`config.mk`:
```
export PLATFORM = sky130hd
export DESIGN_NAME = st_sink_capture
export DESIGN_NICKNAME = d
export VERILOG_FILES = /design/src/verilog/st_sink_pkg.sv /design/src/verilog/st_sink_capture.sv /design/src/verilog/beat_record_fifo.sv /design/src/verilog/idle_counter.sv /design/src/verilog/ready_latency_line.sv
export VERILOG_INCLUDE_DIRS = /design/src /design/src/verilog
export SDC_FILE = /design/constraint.sdc
export NUM_CORES = 1
export LEC_CHECK = 0
export ABC_AREA = 0
export BUFFER_PORTS_ARGS = -buffer_cell sky130_fd_sc_hd__buf_2
export CORE_UTILIZATION = 39
export DETAILED_ROUTE_END_ITERATION = 8
export GPL_ROUTABILITY_DRIVEN = 0
export GPL_TIMING_DRIVEN = 1
export HOLD_SLACK_MARGIN = 0.1
export SYNTH_ARGS = -nofsm -noshare
export SYNTH_HDL_FRONTEND = slang
export SYNTH_SLANG_ARGS = --single-unit
```
`constraint.sdc`:
```
create_clock -name clk -period 7.2 [get_ports clk]
set_input_delay 1.44 -clock clk [delete_from_list [all_inputs] [get_ports clk]]
set_output_delay 1.44 -clock clk [all_outputs]
set_load 0.01 [all_outputs]
```
`src/verilog/st_sink_params.svh`:
```
// width, latency and depth settings for the streaming sink capture unit
// shared by the RTL and the testbench

`ifndef ST_SINK_PARAMS_SVH
`define ST_SINK_PARAMS_SVH

// ------------------------------------------------------------
// stream word layout
// ------------------------------------------------------------
`define ST_SYMBOL_W      8
`define ST_NUMSYMBOLS    4
`define ST_DATA_W        (`ST_SYMBOL_W * `ST_NUMSYMBOLS)
`define ST_CHANNEL_W     4
`define ST_ERROR_W       2
`define ST_EMPTY_W       2

// ------------------------------------------------------------
// timing and storage
// ------------------------------------------------------------
// cycles from sink_ready to qualified ready, 0 to 7 supported
`define ST_READY_LATENCY 2
// record slots, keep this a power of two
`define ST_FIFO_DEPTH    16
// idle count saturates at all ones
`define ST_IDLE_W        16

`endif
```
`src/verilog/st_sink_pkg.sv`:
```
// width types for the streaming sink capture unit
// vectors sized from the macros in the params header

`include "st_sink_params.svh"

package st_sink_pkg;

   // stream beat fields
   typedef logic [`ST_DATA_W-1:0]    st_data_t;
   typedef logic [`ST_CHANNEL_W-1:0] st_channel_t;
   typedef logic [`ST_ERROR_W-1:0]   st_error_t;
   typedef logic [`ST_EMPTY_W-1:0]   st_empty_t;

   // idle cycles seen ahead of a beat
   typedef logic [`ST_IDLE_W-1:0]    st_idle_t;

   // queue occupancy
   // one extra bit so a full queue reads as the depth itself
   typedef logic [$clog2(`ST_FIFO_DEPTH):0] st_level_t;

endpackage

```
`src/verilog/st_sink_capture.sv`:
```
// streaming sink capture unit, top level
// forms sink_ready from the client request and queue space
// captures accepted beats with their idle count into the record queue

`include "st_sink_params.svh"

module st_sink_capture
   import st_sink_pkg::*;
(
   input  logic        clk,
   input  logic        reset,

   // stream sink
   input  st_data_t    sink_data,
   input  st_channel_t sink_channel,
   input  logic        sink_valid,
   input  logic        sink_startofpacket,
   input  logic        sink_endofpacket,
   input  st_error_t   sink_error,
   input  st_empty_t   sink_empty,
   output logic        sink_ready,

   // client
   input  logic        ready_request,
   input  logic        pop,
   output logic        rec_valid,
   output st_data_t    rec_data,
   output st_channel_t rec_channel,
   output logic        rec_sop,
   output logic        rec_eop,
   output st_error_t   rec_error,
   output st_empty_t   rec_empty,
   output st_idle_t    rec_idles,
   output st_level_t   rec_count
);

   logic      ready_qualified;
   logic      accept;
   st_idle_t  idles;
   st_level_t free_slots;

   // ------------------------------------------------------------
   // back-pressure
   // ------------------------------------------------------------
   assign free_slots = st_level_t'(`ST_FIFO_DEPTH) - rec_count;

   // up to latency+1 grants can still land after this cycle,
   // so keep at least that many slots open
   assign sink_ready = ready_request
                     && (free_slots > st_level_t'(`ST_READY_LATENCY));

   ready_latency_line u_ready_line (
      .clk             (clk),
      .reset           (reset),
      .ready_in        (sink_ready),
      .ready_qualified (ready_qualified)
   );

   // beat taken at this edge
   assign accept = ready_qualified && sink_valid;

   // ------------------------------------------------------------
   // idle tracking and capture
   // ------------------------------------------------------------
   idle_counter u_idle (
      .clk             (clk),
      .reset           (reset),
      .ready_qualified (ready_qualified),
      .valid           (sink_valid),
      .idles           (idles)
   );

   // record carries the count as it stands before the edge
   beat_record_fifo u_fifo (
      .clk          (clk),
      .reset        (reset),
      .push         (accept),
      .push_data    (sink_data),
      .push_channel (sink_channel),
      .push_sop     (sink_startofpacket),
      .push_eop     (sink_endofpacket),
      .push_error   (sink_error),
      .push_empty   (sink_empty),
      .push_idles   (idles),
      .pop          (pop),
      .head_valid   (rec_valid),
      .head_data    (rec_data),
      .head_channel (rec_channel),
      .head_sop     (rec_sop),
      .head_eop     (rec_eop),
      .head_error   (rec_error),
      .head_empty   (rec_empty),
      .head_idles   (rec_idles),
      .level        (rec_count)
   );

endmodule

```
`src/verilog/beat_record_fifo.sv`:
```
// show-ahead queue of captured beat records
// circular buffer with read and write pointers and an occupancy count
// head record is read straight from storage

`include "st_sink_params.svh"

module beat_record_fifo
   import st_sink_pkg::*;
(
   input  logic        clk,
   input  logic        reset,

   // write side
   input  logic        push,
   input  st_data_t    push_data,
   input  st_channel_t push_channel,
   input  logic        push_sop,
   input  logic        push_eop,
   input  st_error_t   push_error,
   input  st_empty_t   push_empty,
   input  st_idle_t    push_idles,

   // read side
   input  logic        pop,
   output logic        head_valid,
   output st_data_t    head_data,
   output st_channel_t head_channel,
   output logic        head_sop,
   output logic        head_eop,
   output st_error_t   head_error,
   output st_empty_t   head_empty,
   output st_idle_t    head_idles,
   output st_level_t   level
);

   localparam int ADDR_W = $clog2(`ST_FIFO_DEPTH);

   // record layout with data in the high bits and idles in the low bits
   localparam int REC_W = `ST_DATA_W + `ST_CHANNEL_W + 2 + `ST_ERROR_W
                        + `ST_EMPTY_W + `ST_IDLE_W;

   logic [REC_W-1:0]  mem [`ST_FIFO_DEPTH];
   logic [ADDR_W-1:0] wr_ptr;
   logic [ADDR_W-1:0] rd_ptr;
   logic [REC_W-1:0]  push_rec;
   logic [REC_W-1:0]  head_rec;
   logic              full;
   logic              do_push;
   logic              do_pop;

   // ------------------------------------------------------------
   // qualified push and pop
   // ------------------------------------------------------------
   assign full       = (level == st_level_t'(`ST_FIFO_DEPTH));
   assign head_valid = (level != '0);

   // pop on an empty queue has no effect
   assign do_pop  = pop && head_valid;
   // a full queue still takes a push when the head leaves in the same cycle
   assign do_push = push && (!full || do_pop);

   // ------------------------------------------------------------
   // storage
   // ------------------------------------------------------------
   assign push_rec = {push_data, push_channel, push_sop, push_eop,
                      push_error, push_empty, push_idles};

   always_ff @(posedge clk) begin
      if (do_push) begin
         mem[wr_ptr] <= push_rec;
      end
   end

   // oldest record is visible without a pop
   assign head_rec = mem[rd_ptr];
   assign {head_data, head_channel, head_sop, head_eop,
           head_error, head_empty, head_idles} = head_rec;

   // ------------------------------------------------------------
   // pointers and occupancy
   // ------------------------------------------------------------
   always_ff @(posedge clk or posedge reset) begin
      if (reset) begin
         wr_ptr <= '0;
         rd_ptr <= '0;
         level  <= '0;
      end else begin
         // pointers wrap on their own since depth is a power of two
         if (do_push) begin
            wr_ptr <= wr_ptr + ADDR_W'(1);
         end
         if (do_pop) begin
            rd_ptr <= rd_ptr + ADDR_W'(1);
         end
         case ({do_push, do_pop})
            2'b10:   level <= level + st_level_t'(1);
            2'b01:   level <= level - st_level_t'(1);
            // both or neither leave the count alone
            default: level <= level;
         endcase
      end
   end

endmodule

```
`src/verilog/idle_counter.sv`:
```
// idle cycle counter
// counts cycles with ready granted and no beat offered, saturating

`include "st_sink_params.svh"

module idle_counter
   import st_sink_pkg::*;
(
   input  logic     clk,
   input  logic     reset,
   input  logic     ready_qualified,
   input  logic     valid,
   output st_idle_t idles
);

   // qualified ready from the previous cycle
   logic ready_d1;

   always_ff @(posedge clk or posedge reset) begin
      if (reset) begin
         ready_d1 <= 1'b0;
      end else begin
         ready_d1 <= ready_qualified;
      end
   end

   // ------------------------------------------------------------
   // count update
   // ------------------------------------------------------------
   always_ff @(posedge clk or posedge reset) begin
      if (reset) begin
         idles <= '0;
      end else if (ready_d1 && !valid) begin
         // hold at all ones instead of wrapping
         if (idles != '1) begin
            idles <= idles + st_idle_t'(1);
         end
      end else begin
         // a beat offered, or ready withdrawn, restarts the gap
         idles <= '0;
      end
   end

endmodule

```
`src/verilog/ready_latency_line.sv`:
```
// ready latency delay line
// delays sink_ready by the configured latency before it qualifies beats

`include "st_sink_params.svh"

module ready_latency_line (
   input  logic clk,
   input  logic reset,
   input  logic ready_in,
   output logic ready_qualified
);

   generate
      if (`ST_READY_LATENCY == 0) begin : g_direct
         // no latency, the source sees ready in the same cycle
         assign ready_qualified = ready_in;
      end else begin : g_chain
         // stage 0 holds ready from one cycle back
         logic [`ST_READY_LATENCY-1:0] stages;

         always_ff @(posedge clk or posedge reset) begin
            if (reset) begin
               stages <= '0;
            end else begin
               stages[0] <= ready_in;
               // shift toward the oldest stage
               for (int i = 1; i < `ST_READY_LATENCY; i++) begin
                  stages[i] <= stages[i-1];
               end
            end
         end

         // oldest stage is the level granted to the current beat
         assign ready_qualified = stages[`ST_READY_LATENCY-1];
      end
   endgenerate

endmodule

```
==> results.py <==
metrics = {
    "outcome": {
        "status": "complete, no violations",
    },
    "clock_tree": {
        "cts_tree": "yes",
        "clock_sinks": 960,
        "htree_levels": 3,
        "cts.repair.resized": 0,
        "clkTransAtPathRegs_ps": 60,
        "cts_setup_buffers": 0,
        "clock-root-buffer": "clkbuf_16",
        "clock_path_buffers": 3,
        "cts_made_buffers": 98,
        "holdBufCountCts": 0,
        "clock_latency_ps": 650,
    },
    "layout": {
        "area_growth_pct": 14.3,
        "drive_above_1_share": 0.293,
        "final_net_count": 1835,
        "num-fill-cells": 7612,
    },
    "global_route": {
        "grt_pass1_vias": 17865,
        "antenna_found_initial": 4,
        "grt_max_degree": 79,
        "grt-ovfl-total": 0,
        "grt_pass1_wl_um": 114000,
        "grt_usage": 0.163,
    },
    "setup_path": {
        "r2r-end": "u_fifo.mem[7][18]$_DFFE_PP_",
        "r2r_cells": 9,
        "crit_family": "flip-flops",
        "max_stage_delay_ps": 820,
        "worstPathArrival_ps": 3380,
        "timing.rr.start": "u_fifo.level[0]$_DFFE_PP0P_",
        "critPathCaptureType": "output port",
        "worstPathRequired_ps": 5760,
        "crit_type": "reg -> out",
        "cp_slowest_cell": "dfrtp_4",
        "rrSetupSlack_ps": 2910,
        "start_kind": "flip-flop",
        "path_buf_inv": 2,
        "path_max_fanout": 30,
        "cp_cell_sequence": "buf_4 -> mux4_2 -> a22oi_1 -> nand2_1 -> buf_2",
    },
    "floorplanning": {
        "die_h_um": 308,
        "fp.coreArea_um2": 92100,
        "start_util": 0.395,
        "die_x_um": 308,
        "ios": 112,
        "rows": 111,
        "dieArea_um2": 94600,
    },
    "placement": {
        "port_buffers": 111,
        "hpwl_um": 40700,
        "pre_cts_slack_ps": 2620,
    },
    "timing": {
        "relSlewSlack": 0.267,
        "setup_viol": 0,
        "period_share": 0.669,
        "rsz0062_at_grt": "no",
        "drv_slew": 0,
        "tightest_slew_ps": 1100,
        "min_period_ps": 4820,
        "skew_ps": 23.9,
        "fin_setup_tns_ps": 0,
        "finalWorstSetupSlack_ps": 2380,
        "timing.fmax_mhz": 207,
        "finalHoldViolCount": 0,
    },
    "yosys": {
        "ys_seq_area_frac": 0.787,
        "synth_area_per_cell_um2": 22.6,
        "synthArstFlopShare": 0.0333,
        "synth.distinct_cells": 42,
        "synth_most_common_cell": "edfxtp_1",
        "syn-num-nets": 1675,
        "synth_area_um2": 36400,
        "yosys_warnings": 0,
        "yosysTopAreaCellShare": 0.765,
        "synth.area.top_cells": "edfxtp_1, mux4_2, a22oi_1",
        "synth_edf_count": 928,
        "yosys.area.top_type": "edfxtp_1",
        "synth-seq-cells": 960,
        "syn_inst": 1614,
        "synthTopCellsByCount": "edfxtp_1, mux4_2, a22oi_1",
        "synthFlopType": "edfxtp_1",
    },
    "routing": {
        "drtIter0Drc": 1166,
        "routed_wl_um": 76000,
        "dr.pass1.iters": 6,
        "avgRoutedWirePerCell_um": 24.6,
        "route.vias.total": 16675,
        "detail-route-antenna-nets": 0,
        "via_per_inst": 5.39,
        "drc_errors": 0,
    },
    "pwr": {
        "p_comb_frac": 0.256,
        "swShare": 0.293,
        "p_leak_nw": 13.6,
        "p_sw_w": 0.00448,
        "seqPwrFrac": 0.435,
        "p_per_area_nw_per_um2": 368,
        "p_int_w": 0.0108,
        "peakVddDrop_mv": 0.326,
        "power_frac_clock": 0.309,
    },
    "job": {
        "max-cap-violations": 0,
    },
    "worst_hold_path": {
        "holdCritPathClass": "reg -> reg",
        "hp-start": "u_ready_line.g_chain.stages[0]$_DFF_PP0_",
        "whs_endpoint": "u_ready_line.g_chain.stages[1]$_DFF_PP0_",
        "holdPathStages": 0,
    },
}
## stage by stage
stage	util	hold slack [ps]	total power, W	cells	area [µm²]
2_1_floorplan	-	331	0.00938	1614	36400
3_3_place_gp	0.419	336	0.0108	2917	38600
3_5_place_dp	0.419	336	0.0108	2917	38600
4_1_cts	0.452	350	0.0155	3095	41600
5_1_grt	0.452	354	0.0160	3096	41600
6_report	0.452	349	0.0153	3096	41600
## logic make-up (layout without fill, tap and decap cells)
group | count (synthesis) | in the layout | share of synthesized area
adder cells (fa/ha/maj) | 14 | 14 | 0.00502
other | 0 | 1 | 0
AO/OA/AOI/OAI | 154 | 154 | 0.0307
flip-flops | 960 | 960 | 0.787
buffers and inverters | 92 | 330 | 0.0105
multiplexers | 240 | 240 | 0.146
AND/OR/NAND/NOR | 142 | 142 | 0.0177
XOR/XNOR | 12 | 12 | 0.00289
## sequential cells by signal, indices dropped and copies added (netlist names)
name	cells
u_fifo.level	5
u_ready_line.g_chain.stages	2
u_idle.idles	16
u_fifo.wr_ptr	4
u_fifo.rd_ptr	4
u_fifo.mem	928
u_idle.ready_d1	1
## cell usage in the layout, fill, tap and decap left out, types with 16 or more instances in the layout
cell type	n
edfxtp_1	928
dfrtp_1	30
buf_4	28
a22oi_1	116
clkinv_1	25
mux4_2	232
nand2_1	78
clkinv_2	21
clkbuf_1	16
buf_2	111
clkbuf_16	100
## routing by layer
layer | wire, µm | part of all wire | vias to the layer above | global-route usage
li1 | - | - | 7176 | -
met1 | 32600 | 0.43 | 8958 | 0.221
met2 | 38100 | 0.50 | 457 | 0.269
met3 | 4330 | 0.057 | 84 | 0.0330
met4 | 1030 | 0.014 | 0 | 0.0397
met5 | 0 | 0 | - | 0
## area by class of cell
cell class              count  area, µm²  share of cell area
diodes                      1       2.50           0.0000601
clock buffers             119       2600              0.0626
repair buffers            143        846              0.0203
multi-input cells         562       7500               0.180
flip-flops and latches    960      28700               0.689
clock inverters            59        393             0.00944
well taps                1243       1560              0.0374
inverters                   9       33.8            0.000812
## power groups by stage
stage                     combinational, W  clock (W)  sequential (W)
final                              0.00392    0.00473         0.00665
after detailed placement           0.00403          0         0.00677
after global routing               0.00425    0.00504         0.00669
after global placement             0.00400          0         0.00675
after floorplan                    0.00275          0         0.00663
after CTS                          0.00404    0.00484         0.00666
## how the worst max path moves through the flow
stage / startpoint / endpoint / slack (ps) / cells past startpoint
floorplan: pop / u_fifo.mem[3][0]$_DFFE_PP_ / 520 / 4
global placement: pop / u_fifo.mem[15][22]$_DFFE_PP_ / 2760 / 6
detailed placement: pop / u_fifo.mem[7][19]$_DFFE_PP_ / 2620 / 6
CTS: u_fifo.rd_ptr[0]$_DFFE_PP0P_ / rec_data[20] / 2290 / 5
global route: u_fifo.rd_ptr[0]$_DFFE_PP0P_ / rec_idles[12] / 2120 / 5
finish: u_fifo.rd_ptr[0]$_DFFE_PP0P_ / rec_idles[12] / 2380 / 5
Note: power is estimated with default switching activity, not from simulation.
